--- src/hdl/burst_split_pkg.sv ---
/*
  Shared widths, codes and AXI channel structs for the burst splitter.
  MAX_TXNS must be a power of two, at least 2.
  WRAP bursts are not supported and must not reach the splitter.
*/
package burst_split_pkg;

  // --------------------------------------------------
  // Widths and limits
  // --------------------------------------------------
  localparam int unsigned ADDR_W   = 32;
  localparam int unsigned DATA_W   = 32;
  localparam int unsigned STRB_W   = DATA_W / 8;
  localparam int unsigned ID_W     = 4;
  localparam int unsigned MAX_TXNS = 4;
  localparam int unsigned PTR_W    = $clog2(MAX_TXNS);
  localparam int unsigned FILL_W   = PTR_W + 1;

  // --------------------------------------------------
  // Field types and codes
  // --------------------------------------------------
  typedef logic [7:0]        len_t;
  typedef logic [2:0]        size_t;
  typedef logic [1:0]        burst_t;
  typedef logic [1:0]        resp_t;
  typedef logic [ADDR_W-1:0] addr_t;
  typedef logic [DATA_W-1:0] data_t;
  typedef logic [STRB_W-1:0] strb_t;
  typedef logic [ID_W-1:0]   id_t;

  localparam burst_t BURST_FIXED = 2'b00;
  localparam burst_t BURST_INCR  = 2'b01;

  localparam resp_t RESP_OKAY   = 2'b00;
  localparam resp_t RESP_SLVERR = 2'b10;

  // --------------------------------------------------
  // Channel payloads
  // --------------------------------------------------
  typedef struct packed {
    id_t    id;
    addr_t  addr;
    len_t   len;
    size_t  size;
    burst_t burst;
  } aw_chan_t;

  // Same layout as AW, separate type so the two directions cannot be mixed up
  typedef struct packed {
    id_t    id;
    addr_t  addr;
    len_t   len;
    size_t  size;
    burst_t burst;
  } ar_chan_t;

  typedef struct packed {
    data_t data;
    strb_t strb;
    logic  last;
  } w_chan_t;

  typedef struct packed {
    id_t   id;
    resp_t resp;
  } b_chan_t;

  typedef struct packed {
    id_t   id;
    data_t data;
    resp_t resp;
    logic  last;
  } r_chan_t;

endpackage

--- src/hdl/ax_splitter.sv ---
/*
  Splits one AW or AR burst into len+1 single-beat requests.
  INCR steps the address by 2^size, FIXED repeats it; WRAP is not handled.
  Single-beat requests pass through combinationally.
  A burst is only accepted while the tracker reports room.
*/
`timescale 1ns/1ps

module ax_splitter #(
  parameter type chan_t = burst_split_pkg::aw_chan_t
) (
  input  logic                  clk_i,
  input  logic                  arst_n_i,
  // Upstream address channel
  input  chan_t                 ax_i,
  input  logic                  ax_valid_i,
  output logic                  ax_ready_o,
  // Downstream address channel
  output chan_t                 ax_o,
  output logic                  ax_valid_o,
  input  logic                  ax_ready_i,
  // Tracker allocation
  output logic                  alloc_o,
  output burst_split_pkg::len_t alloc_len_o,
  input  logic                  alloc_room_i
);
  import burst_split_pkg::*;

  typedef enum logic {ST_IDLE, ST_BUSY} state_e;

  state_e state_d, state_q;
  chan_t  ax_d, ax_q;

  // Count one beat off and move to the next beat address
  function automatic chan_t next_beat(chan_t ax);
    chan_t nxt;
    nxt     = ax;
    nxt.len = ax.len - 1'b1;
    if (ax.burst == BURST_INCR) begin
      nxt.addr = ax.addr + (ADDR_W'(1) << ax.size);
    end
    return nxt;
  endfunction

  assign alloc_len_o = ax_i.len;

  always_comb begin
    state_d    = state_q;
    ax_d       = ax_q;
    ax_o       = ax_q;
    ax_o.len   = '0;
    ax_valid_o = 1'b0;
    ax_ready_o = 1'b0;
    alloc_o    = 1'b0;

    case (state_q)
      ST_IDLE: begin
        if (ax_valid_i && alloc_room_i) begin
          ax_o       = ax_i;
          ax_o.len   = '0;
          ax_valid_o = 1'b1;
          if (ax_i.len == '0) begin
            // Nothing to split, hand over only when downstream takes it
            if (ax_ready_i) begin
              ax_ready_o = 1'b1;
              alloc_o    = 1'b1;
            end
          end else begin
            // Take the burst now, first beat goes out in parallel
            ax_ready_o = 1'b1;
            alloc_o    = 1'b1;
            state_d    = ST_BUSY;
            ax_d       = ax_ready_i ? next_beat(ax_i) : ax_i;
          end
        end
      end
      ST_BUSY: begin
        ax_valid_o = 1'b1;
        if (ax_ready_i) begin
          if (ax_q.len == '0) begin
            state_d = ST_IDLE;
          end else begin
            ax_d = next_beat(ax_q);
          end
        end
      end
      default: state_d = ST_IDLE;
    endcase
  end

  always_ff @(posedge clk_i or negedge arst_n_i) begin
    if (!arst_n_i) begin
      state_q <= ST_IDLE;
    end else begin
      state_q <= state_d;
    end
  end

  // Burst copy, len holds the beats left after the one on offer
  always_ff @(posedge clk_i) begin
    ax_q <= ax_d;
  end

endmodule

--- src/hdl/axi_burst_splitter.sv ---
/*
  AXI4 burst splitter: every AW/AR burst leaves as len+1 single beats.
  Downstream must return B and R in request order per direction.
  No WRAP bursts, no ATOPs, no user fields.
  Up to MAX_TXNS bursts per direction may be outstanding.
*/
`timescale 1ns/1ps

module axi_burst_splitter (
  input  logic                      clk_i,
  input  logic                      arst_n_i,
  // Upstream port
  input  burst_split_pkg::aw_chan_t s_aw_i,
  input  logic                      s_aw_valid_i,
  output logic                      s_aw_ready_o,
  input  burst_split_pkg::w_chan_t  s_w_i,
  input  logic                      s_w_valid_i,
  output logic                      s_w_ready_o,
  output burst_split_pkg::b_chan_t  s_b_o,
  output logic                      s_b_valid_o,
  input  logic                      s_b_ready_i,
  input  burst_split_pkg::ar_chan_t s_ar_i,
  input  logic                      s_ar_valid_i,
  output logic                      s_ar_ready_o,
  output burst_split_pkg::r_chan_t  s_r_o,
  output logic                      s_r_valid_o,
  input  logic                      s_r_ready_i,
  // Downstream port
  output burst_split_pkg::aw_chan_t m_aw_o,
  output logic                      m_aw_valid_o,
  input  logic                      m_aw_ready_i,
  output burst_split_pkg::w_chan_t  m_w_o,
  output logic                      m_w_valid_o,
  input  logic                      m_w_ready_i,
  input  burst_split_pkg::b_chan_t  m_b_i,
  input  logic                      m_b_valid_i,
  output logic                      m_b_ready_o,
  output burst_split_pkg::ar_chan_t m_ar_o,
  output logic                      m_ar_valid_o,
  input  logic                      m_ar_ready_i,
  input  burst_split_pkg::r_chan_t  m_r_i,
  input  logic                      m_r_valid_i,
  output logic                      m_r_ready_o
);
  import burst_split_pkg::*;

  logic w_alloc, w_room, w_dec, w_set_err, w_last_beat, w_err;
  len_t w_alloc_len;
  logic r_alloc, r_room, r_dec, r_last_beat;
  len_t r_alloc_len;

  // --------------------------------------------------
  // Write direction
  // --------------------------------------------------
  ax_splitter #(
    .chan_t       (aw_chan_t)
  ) aw_splitter_i (
    .clk_i        (clk_i),
    .arst_n_i     (arst_n_i),
    .ax_i         (s_aw_i),
    .ax_valid_i   (s_aw_valid_i),
    .ax_ready_o   (s_aw_ready_o),
    .ax_o         (m_aw_o),
    .ax_valid_o   (m_aw_valid_o),
    .ax_ready_i   (m_aw_ready_i),
    .alloc_o      (w_alloc),
    .alloc_len_o  (w_alloc_len),
    .alloc_room_i (w_room)
  );

  beat_tracker w_tracker_i (
    .clk_i        (clk_i),
    .arst_n_i     (arst_n_i),
    .alloc_i      (w_alloc),
    .alloc_len_i  (w_alloc_len),
    .alloc_room_o (w_room),
    .dec_i        (w_dec),
    .set_err_i    (w_set_err),
    .last_beat_o  (w_last_beat),
    .err_o        (w_err)
  );

  // Data is already single-beat per request, only last changes
  always_comb begin
    m_w_o      = s_w_i;
    m_w_o.last = 1'b1;
  end
  assign m_w_valid_o = s_w_valid_i;
  assign s_w_ready_o = m_w_ready_i;

  b_merge b_merge_i (
    .clk_i        (clk_i),
    .arst_n_i     (arst_n_i),
    .m_b_i        (m_b_i),
    .m_b_valid_i  (m_b_valid_i),
    .m_b_ready_o  (m_b_ready_o),
    .s_b_o        (s_b_o),
    .s_b_valid_o  (s_b_valid_o),
    .s_b_ready_i  (s_b_ready_i),
    .last_beat_i  (w_last_beat),
    .err_i        (w_err),
    .dec_o        (w_dec),
    .set_err_o    (w_set_err)
  );

  // --------------------------------------------------
  // Read direction
  // --------------------------------------------------
  ax_splitter #(
    .chan_t       (ar_chan_t)
  ) ar_splitter_i (
    .clk_i        (clk_i),
    .arst_n_i     (arst_n_i),
    .ax_i         (s_ar_i),
    .ax_valid_i   (s_ar_valid_i),
    .ax_ready_o   (s_ar_ready_o),
    .ax_o         (m_ar_o),
    .ax_valid_o   (m_ar_valid_o),
    .ax_ready_i   (m_ar_ready_i),
    .alloc_o      (r_alloc),
    .alloc_len_o  (r_alloc_len),
    .alloc_room_i (r_room)
  );

  // Read errors travel per beat in R, no merging needed
  beat_tracker r_tracker_i (
    .clk_i        (clk_i),
    .arst_n_i     (arst_n_i),
    .alloc_i      (r_alloc),
    .alloc_len_i  (r_alloc_len),
    .alloc_room_o (r_room),
    .dec_i        (r_dec),
    .set_err_i    (1'b0),
    .last_beat_o  (r_last_beat),
    .err_o        ()
  );

  r_last_gen r_last_gen_i (
    .clk_i        (clk_i),
    .arst_n_i     (arst_n_i),
    .m_r_i        (m_r_i),
    .m_r_valid_i  (m_r_valid_i),
    .m_r_ready_o  (m_r_ready_o),
    .s_r_o        (s_r_o),
    .s_r_valid_o  (s_r_valid_o),
    .s_r_ready_i  (s_r_ready_i),
    .last_beat_i  (r_last_beat),
    .dec_o        (r_dec)
  );

endmodule

--- src/hdl/b_merge.sv ---
/*
  Merges the B responses of one split write burst into a single B.
  Intermediate responses are absorbed; the final one carries SLVERR
  if any beat of the burst failed. Downstream must answer in order.
*/
`timescale 1ns/1ps

module b_merge (
  input  logic                     clk_i,
  input  logic                     arst_n_i,
  input  burst_split_pkg::b_chan_t m_b_i,
  input  logic                     m_b_valid_i,
  output logic                     m_b_ready_o,
  output burst_split_pkg::b_chan_t s_b_o,
  output logic                     s_b_valid_o,
  input  logic                     s_b_ready_i,
  input  logic                     last_beat_i,
  input  logic                     err_i,
  output logic                     dec_o,
  output logic                     set_err_o
);
  import burst_split_pkg::*;

  typedef enum logic {ST_READY, ST_WAIT} state_e;

  state_e state_d, state_q;
  logic   err_d, err_q;

  always_comb begin
    state_d     = state_q;
    err_d       = err_q;
    m_b_ready_o = 1'b0;
    s_b_o       = m_b_i;
    s_b_valid_o = 1'b0;
    dec_o       = 1'b0;
    set_err_o   = 1'b0;

    case (state_q)
      ST_READY: begin
        if (m_b_valid_i) begin
          dec_o     = 1'b1;
          set_err_o = m_b_i.resp[1];
          if (last_beat_i) begin
            s_b_valid_o = 1'b1;
            if (err_i) begin
              s_b_o.resp = RESP_SLVERR;
            end
            if (s_b_ready_i) begin
              m_b_ready_o = 1'b1;
            end else begin
              // Tracker entry is gone after this edge, keep its error here
              state_d = ST_WAIT;
              err_d   = err_i;
            end
          end else begin
            m_b_ready_o = 1'b1;
          end
        end
      end
      ST_WAIT: begin
        s_b_valid_o = m_b_valid_i;
        if (err_q) begin
          s_b_o.resp = RESP_SLVERR;
        end
        if (m_b_valid_i && s_b_ready_i) begin
          m_b_ready_o = 1'b1;
          state_d     = ST_READY;
        end
      end
      default: state_d = ST_READY;
    endcase
  end

  always_ff @(posedge clk_i or negedge arst_n_i) begin
    if (!arst_n_i) begin
      state_q <= ST_READY;
      err_q   <= 1'b0;
    end else begin
      state_q <= state_d;
      err_q   <= err_d;
    end
  end

endmodule

--- src/hdl/beat_tracker.sv ---
/*
  In-order FIFO of outstanding burst lengths, MAX_TXNS deep.
  Responses must come back in request order; only the head entry counts.
  alloc_i must only be raised while alloc_room_o is high.
  The error flag is per entry and sticky until the entry is reused.
*/
`timescale 1ns/1ps

module beat_tracker (
  input  logic                  clk_i,
  input  logic                  arst_n_i,
  // Allocation from the address splitter
  input  logic                  alloc_i,
  input  burst_split_pkg::len_t alloc_len_i,
  output logic                  alloc_room_o,
  // Response side
  input  logic                  dec_i,
  input  logic                  set_err_i,
  output logic                  last_beat_o,
  output logic                  err_o
);
  import burst_split_pkg::*;

  len_t                fifo_q [MAX_TXNS];
  logic [MAX_TXNS-1:0] err_q;
  logic [PTR_W-1:0]    wr_ptr_q;
  logic [PTR_W-1:0]    rd_ptr_q;
  logic [FILL_W-1:0]   fill_q;
  // Beats already answered for the head burst
  len_t                head_cnt_q;
  logic                pop;

  assign alloc_room_o = (fill_q != FILL_W'(MAX_TXNS));
  assign last_beat_o  = (head_cnt_q == fifo_q[rd_ptr_q]);
  // Current-cycle error counts too, so the final beat sees its own error
  assign err_o        = err_q[rd_ptr_q] | set_err_i;
  assign pop          = dec_i & last_beat_o;

  // --------------------------------------------------
  // Length storage
  // --------------------------------------------------
  always_ff @(posedge clk_i) begin
    if (alloc_i) begin
      fifo_q[wr_ptr_q] <= alloc_len_i;
    end
  end

  // --------------------------------------------------
  // Pointers, fill level, head count, errors
  // --------------------------------------------------
  always_ff @(posedge clk_i or negedge arst_n_i) begin
    if (!arst_n_i) begin
      wr_ptr_q   <= '0;
      rd_ptr_q   <= '0;
      fill_q     <= '0;
      head_cnt_q <= '0;
      err_q      <= '0;
    end else begin
      if (alloc_i) begin
        wr_ptr_q        <= wr_ptr_q + 1'b1;
        err_q[wr_ptr_q] <= 1'b0;
      end
      if (set_err_i) begin
        err_q[rd_ptr_q] <= 1'b1;
      end
      if (dec_i) begin
        if (last_beat_o) begin
          rd_ptr_q   <= rd_ptr_q + 1'b1;
          head_cnt_q <= '0;
        end else begin
          head_cnt_q <= head_cnt_q + 1'b1;
        end
      end
      case ({alloc_i, pop})
        2'b10:   fill_q <= fill_q + 1'b1;
        2'b01:   fill_q <= fill_q - 1'b1;
        default: fill_q <= fill_q;
      endcase
    end
  end

endmodule

--- src/hdl/r_last_gen.sv ---
/*
  Forwards read beats upstream and rebuilds last from the tracker.
  The beat count is taken once per beat; under back-pressure the
  computed last flag is held until upstream accepts the beat.
*/
`timescale 1ns/1ps

module r_last_gen (
  input  logic                     clk_i,
  input  logic                     arst_n_i,
  input  burst_split_pkg::r_chan_t m_r_i,
  input  logic                     m_r_valid_i,
  output logic                     m_r_ready_o,
  output burst_split_pkg::r_chan_t s_r_o,
  output logic                     s_r_valid_o,
  input  logic                     s_r_ready_i,
  input  logic                     last_beat_i,
  output logic                     dec_o
);

  typedef enum logic {ST_FEED, ST_WAIT} state_e;

  state_e state_d, state_q;
  logic   last_d, last_q;

  always_comb begin
    state_d     = state_q;
    last_d      = last_q;
    m_r_ready_o = 1'b0;
    s_r_o       = m_r_i;
    s_r_o.last  = last_beat_i;
    s_r_valid_o = 1'b0;
    dec_o       = 1'b0;

    case (state_q)
      ST_FEED: begin
        if (m_r_valid_i) begin
          dec_o       = 1'b1;
          last_d      = last_beat_i;
          s_r_valid_o = 1'b1;
          if (s_r_ready_i) begin
            m_r_ready_o = 1'b1;
          end else begin
            state_d = ST_WAIT;
          end
        end
      end
      ST_WAIT: begin
        // Count already taken, replay the stored last flag
        s_r_o.last  = last_q;
        s_r_valid_o = m_r_valid_i;
        if (m_r_valid_i && s_r_ready_i) begin
          m_r_ready_o = 1'b1;
          state_d     = ST_FEED;
        end
      end
      default: state_d = ST_FEED;
    endcase
  end

  always_ff @(posedge clk_i or negedge arst_n_i) begin
    if (!arst_n_i) begin
      state_q <= ST_FEED;
      last_q  <= 1'b0;
    end else begin
      state_q <= state_d;
      last_q  <= last_d;
    end
  end

endmodule

--- config.mk ---
export PLATFORM = sky130hd
export DESIGN_NAME = axi_burst_splitter
export DESIGN_NICKNAME = d
export VERILOG_FILES = /design/src/hdl/burst_split_pkg.sv /design/src/hdl/ax_splitter.sv /design/src/hdl/axi_burst_splitter.sv /design/src/hdl/b_merge.sv /design/src/hdl/beat_tracker.sv /design/src/hdl/r_last_gen.sv
export SDC_FILE = /design/constraint.sdc
export NUM_CORES = 1
export LEC_CHECK = 0
export ABC_AREA = 1
export BUFFER_PORTS_ARGS = -buffer_cell sky130_fd_sc_hd__buf_2
export CAP_MARGIN = 0
export CORE_ASPECT_RATIO = 1.5
export CORE_MARGIN = 5
export CORE_UTILIZATION = 38
export CTS_BUF_LIST = sky130_fd_sc_hd__clkbuf_4 sky130_fd_sc_hd__clkbuf_8
export DETAILED_ROUTE_END_ITERATION = 12
export MAX_ROUTING_LAYER = met4
export PLACE_DENSITY = 0.69
export SKIP_LAST_GASP = 1
export SLEW_MARGIN = 20
export SYNTH_ARGS = -nofsm -noshare
export SYNTH_HDL_FRONTEND = slang
export SYNTH_SLANG_ARGS = --single-unit
export TNS_END_PERCENT = 100
--- constraint.sdc ---
create_clock -name clk_i -period 5.8 [get_ports clk_i]
set_input_delay 0.58 -clock clk_i [delete_from_list [all_inputs] [get_ports clk_i]]
set_output_delay 0.58 -clock clk_i [all_outputs]
set_load 0.005 [all_outputs]
==> out/summary.log <==
[clock_tree] H-tree levels 2
[drt] wire length after detailed routing 48,600 µm
[clock_tree] post-CTS setup-driven buffer insertion count 0
[yosys] post-synthesis xor/xnor area fraction 2.45%
[power] LEAKAGE 0.00831 µW
[clock_tree] total of cells resized after clock tree synthesis 0
[drt] met1 wire length 18,000 µm
[timing] actual transition at the worst max-transition pin 964 ps
[hold_path] worst hold-check path type in2async
[timing] Layout Skew 26.5 ps
[critical_path] worst-path maximum fanout 32
[timing] Min Hold Slack 170 ps
[timing] count of final hold-check violations 0
[clock_tree] clock tree from TritonCTS yes
[drt] detailed router's first-iteration violation count 1,014
[die] area of the die 0.0466 mm²
[critical_path] Setup crit end kind output port
[timing] maximum operating frequency 257 MHz
[clock_tree] clock-pin slew on the worst setup and hold paths 60 ps
[yosys] Cell Area, Synth 0.0161 mm²
[die] chip width 178 µm
[global_routing] GRT Resource Usage Total 21.0%
[drt] number of routed nets with antenna violations 0
[timing] Setup Viol. Count Final 0
[final_layout] final net count 2,632
[status] result of the run finished, final reports clean
[die] Core ar. 0.0419 mm²
[run] count of maximum capacitance violations 0
[clock_tree] hold-fix buffer count after cts 0
[timing] worst-case headroom to the max-slew limit 35.6%
[drt] uppermost routed layer met4
[timing] total negative slack 0 ps
[die] total I/O pin count 382
[placed_design] post-DP HPWL 37,800 µm
[critical_path] startpoint type of the worst setup path register
[timing] Final Cycle Share 67.2%
[yosys] Netlist cell types 56
[power] power density normalized to cell area 335 mW/mm²
[drt] met3 wirelength from detailed routing 2570 µm
[drt] number of remaining DRC errors 0
[yosys] number of flops mapped to enable cells by yosys 162
[yosys] post-synthesis sequential area ratio 36.5%
[global_routing] via count of the first global-routing pass 15,100
[die] Std-Cell Rows 92
[yosys] share of synthesized flip-flops with an asynchronous set or reset 19.8%
[yosys] number of storage elements in the synthesis netlist 202
[global_routing] sum of overflow across all layers after global routing 0
[critical_path] arrival time worst endpoint 3320 ps
[yosys] synthesized-area fraction occupied by adder cells 4.95%
[die] starting density of the core 38.4%
[global_routing] antenna violations before repair 1
[clock_tree] CTS Buf Count 36
[placed_design] number of input and output port buffers inserted 202
[yosys] count of synthesis-stage warnings from yosys 0
[yosys] cell taking the most area after synthesis sky130_fd_sc_hd__edfxtp_1
[clock_tree] Longest Clk Path Bufs 3
[yosys] area share of the leading cell type in the synthesized netlist 30.3%
[timing] fin crit period 3900 ps
[yosys] gate count of the mapped netlist 2,270
[yosys] commonest register cell after synthesis sky130_fd_sc_hd__edfxtp_1
[yosys] mux share of post-synthesis cell area 0%
[power] Peak VDD IR 0.000217 V
[timing] RSZ-0062 raised after global routing false
[clock_tree] root buffer selected by CTS sky130_fd_sc_hd__clkbuf_8
[drt] metal2 WL 24,500 µm
[yosys] synthesized area per cell 7.08 µm²
[critical_path] worst reg-to-reg setup slack 2410 ps
[final_layout] synth-to-layout area growth 10.5%
[timing] pins over their slew limit 0
[global_routing] first-pass GRT wire length 76,300 µm
[die] Die Ht 262 µm
[clock_tree] worst-skew pair later-pin latency 550 ps
[critical_path] CP required 5220 ps
[drt] WL per Instance 16.4 µm
[critical_path] type of the worst setup path reg2out
[final_layout] layout cells sized above 1 13.2%
[yosys] main combinational cell family by area after synthesis simple AND/OR/NAND/NOR gates
[drt] DR vias/cell 5.19
[placed_design] GPL Wtd Cong 0.948
[drt] number of iterations in the first detailed-routing pass 6
[drt] count of vias placed by the detailed router 15,400
[yosys] simple logic cell fraction of the synthesized area 33.6%
[yosys] fraction of the mapped netlist area in compound gates 9.59%
[yosys] commonest cells in the synthesized netlist 685 x sky130_fd_sc_hd__nand2_1, 273 x sky130_fd_sc_hd__inv_1, 214 x sky130_fd_sc_hd__nand3_1
[yosys] cell types with the largest area share after synthesis sky130_fd_sc_hd__edfxtp_1 30%, sky130_fd_sc_hd__nand2_1 16%, sky130_fd_sc_hd__nand3_1 6.7%
[global_routing] largest net degree at the start of global routing 58
[yosys] most repeated cell in the gate-level netlist after synthesis sky130_fd_sc_hd__nand2_1
[clock_tree] sink count of the clock tree 202
-- registers in the layout (all words and copies together) (netlist names), named ones only --
signal and cells:
r_tracker_i.fifo_q 32, w_tracker_i.err_q 4, aw_splitter_i.state_q 1, r_tracker_i.wr_ptr_q 2, w_tracker_i.fill_q 3, w_tracker_i.rd_ptr_q 2, w_tracker_i.wr_ptr_q 2, b_merge_i.state_q 1
r_tracker_i.rd_ptr_q 2, aw_splitter_i.ax_q 49, r_tracker_i.head_cnt_q 8, ar_splitter_i.state_q 1, r_tracker_i.fill_q 3, ar_splitter_i.ax_q 49, w_tracker_i.head_cnt_q 8, b_merge_i.err_q 1
w_tracker_i.fifo_q 32, r_last_gen_i.last_q 1
-- area by class of cell --
| cell class | instances | area [µm²] |
|---|---|---|
| Multi-Input combinational cell | 1650 | 8220 |
| Clock buffer | 46 | 596 |
| Antenna cell | 1 | 2.50 |
| Sequential cell | 202 | 5870 |
| Tap cell | 564 | 706 |
| Timing Repair Buffer | 211 | 1110 |
| Fill cell | 4367 | 24100 |
| Inverter | 279 | 1050 |
| Clock inverter | 18 | 210 |
-- path summary, 6_finish.rpt --
kind                                                   to  depth (start not counted)                     from
worst max-delay path                           m_ar_o[41]                          6    r_tracker_i.fill_q[0]
worst min-delay path            w_tracker_i.head_cnt_q[2]                          1                 arst_n_i
worst max register to register      w_tracker_i.fill_q[2]                         17  w_tracker_i.rd_ptr_q[0]
worst min register to register        r_last_gen_i.last_q                          2      r_last_gen_i.last_q
max in group asynchronous           ar_splitter_i.state_q                          1                 arst_n_i
min in group clk_i                               register                          4              s_r_ready_i
-- power by group --
group	switching [µW]	internal (µW)	total, µW
clock	626	895	1520
combinational	1420	755	2170
sequential	264	1980	2250
-- layer usage --
metal	up-vias	GRT usage, %
met4	0	13.8
met1	7053	22.0
li1	7598	-
met5	-	-
met2	563	36.6
met3	192	2.83
-- per-stage QoR --
stage	power (µW)	instances	worst slack [ps]	instance area (µm²)	utilization (%)
floorplan	3720	2285	1290	16100	-
global placement	4360	2904	2320	16900	40.4
detailed placement	4420	2904	2150	16900	40.4
CTS	5970	2968	1800	17700	42.3
global route	6380	2971	1680	17800	42.4
finish	5940	2971	1900	17800	42.4
-- cells in the final DEF (no fill, tap or decap), drive strengths merged, types with 2 or more instances in the layout --
cell / instances
nor4: 9
nor3: 82
a21oi: 70
bufinv: 5
nor3b: 2
edfxtp: 162
o21ai: 179
o31ai: 2
or2: 10
o21bai: 8
a32oi: 2
buf: 211
and2: 3
a21boi: 5
o211ai: 2
o21a: 3
ha: 54
clkinvlp: 2
nand2: 689
nor2: 168
dfrtp: 40
and3b: 2
conb: 17
a2bb2oi: 2
xnor2: 11
fa: 6
nand3: 220
clkinv: 11
nand4: 47
nand3b: 9
xor2: 34
a31oi: 7
clkbuf: 46
inv: 279
-- worst max-delay path, cell delays in order, from the launching register on --
cell,delay (ps)
sky130_fd_sc_hd__dfrtp_1,410
sky130_fd_sc_hd__o31ai_1,560
sky130_fd_sc_hd__nor2_4,220
sky130_fd_sc_hd__buf_4,300
sky130_fd_sc_hd__inv_1,730
sky130_fd_sc_hd__o21ai_0,320
sky130_fd_sc_hd__buf_2,210
-- cell families after synthesis --
kind of cell	count (synthesis)
xor+xnor	45
buf+inv	433
flops	202
simple gates	1243
other cells	2
compound gates	285
fa+ha+maj	60
Note: power is estimated with default switching activity, not from simulation.
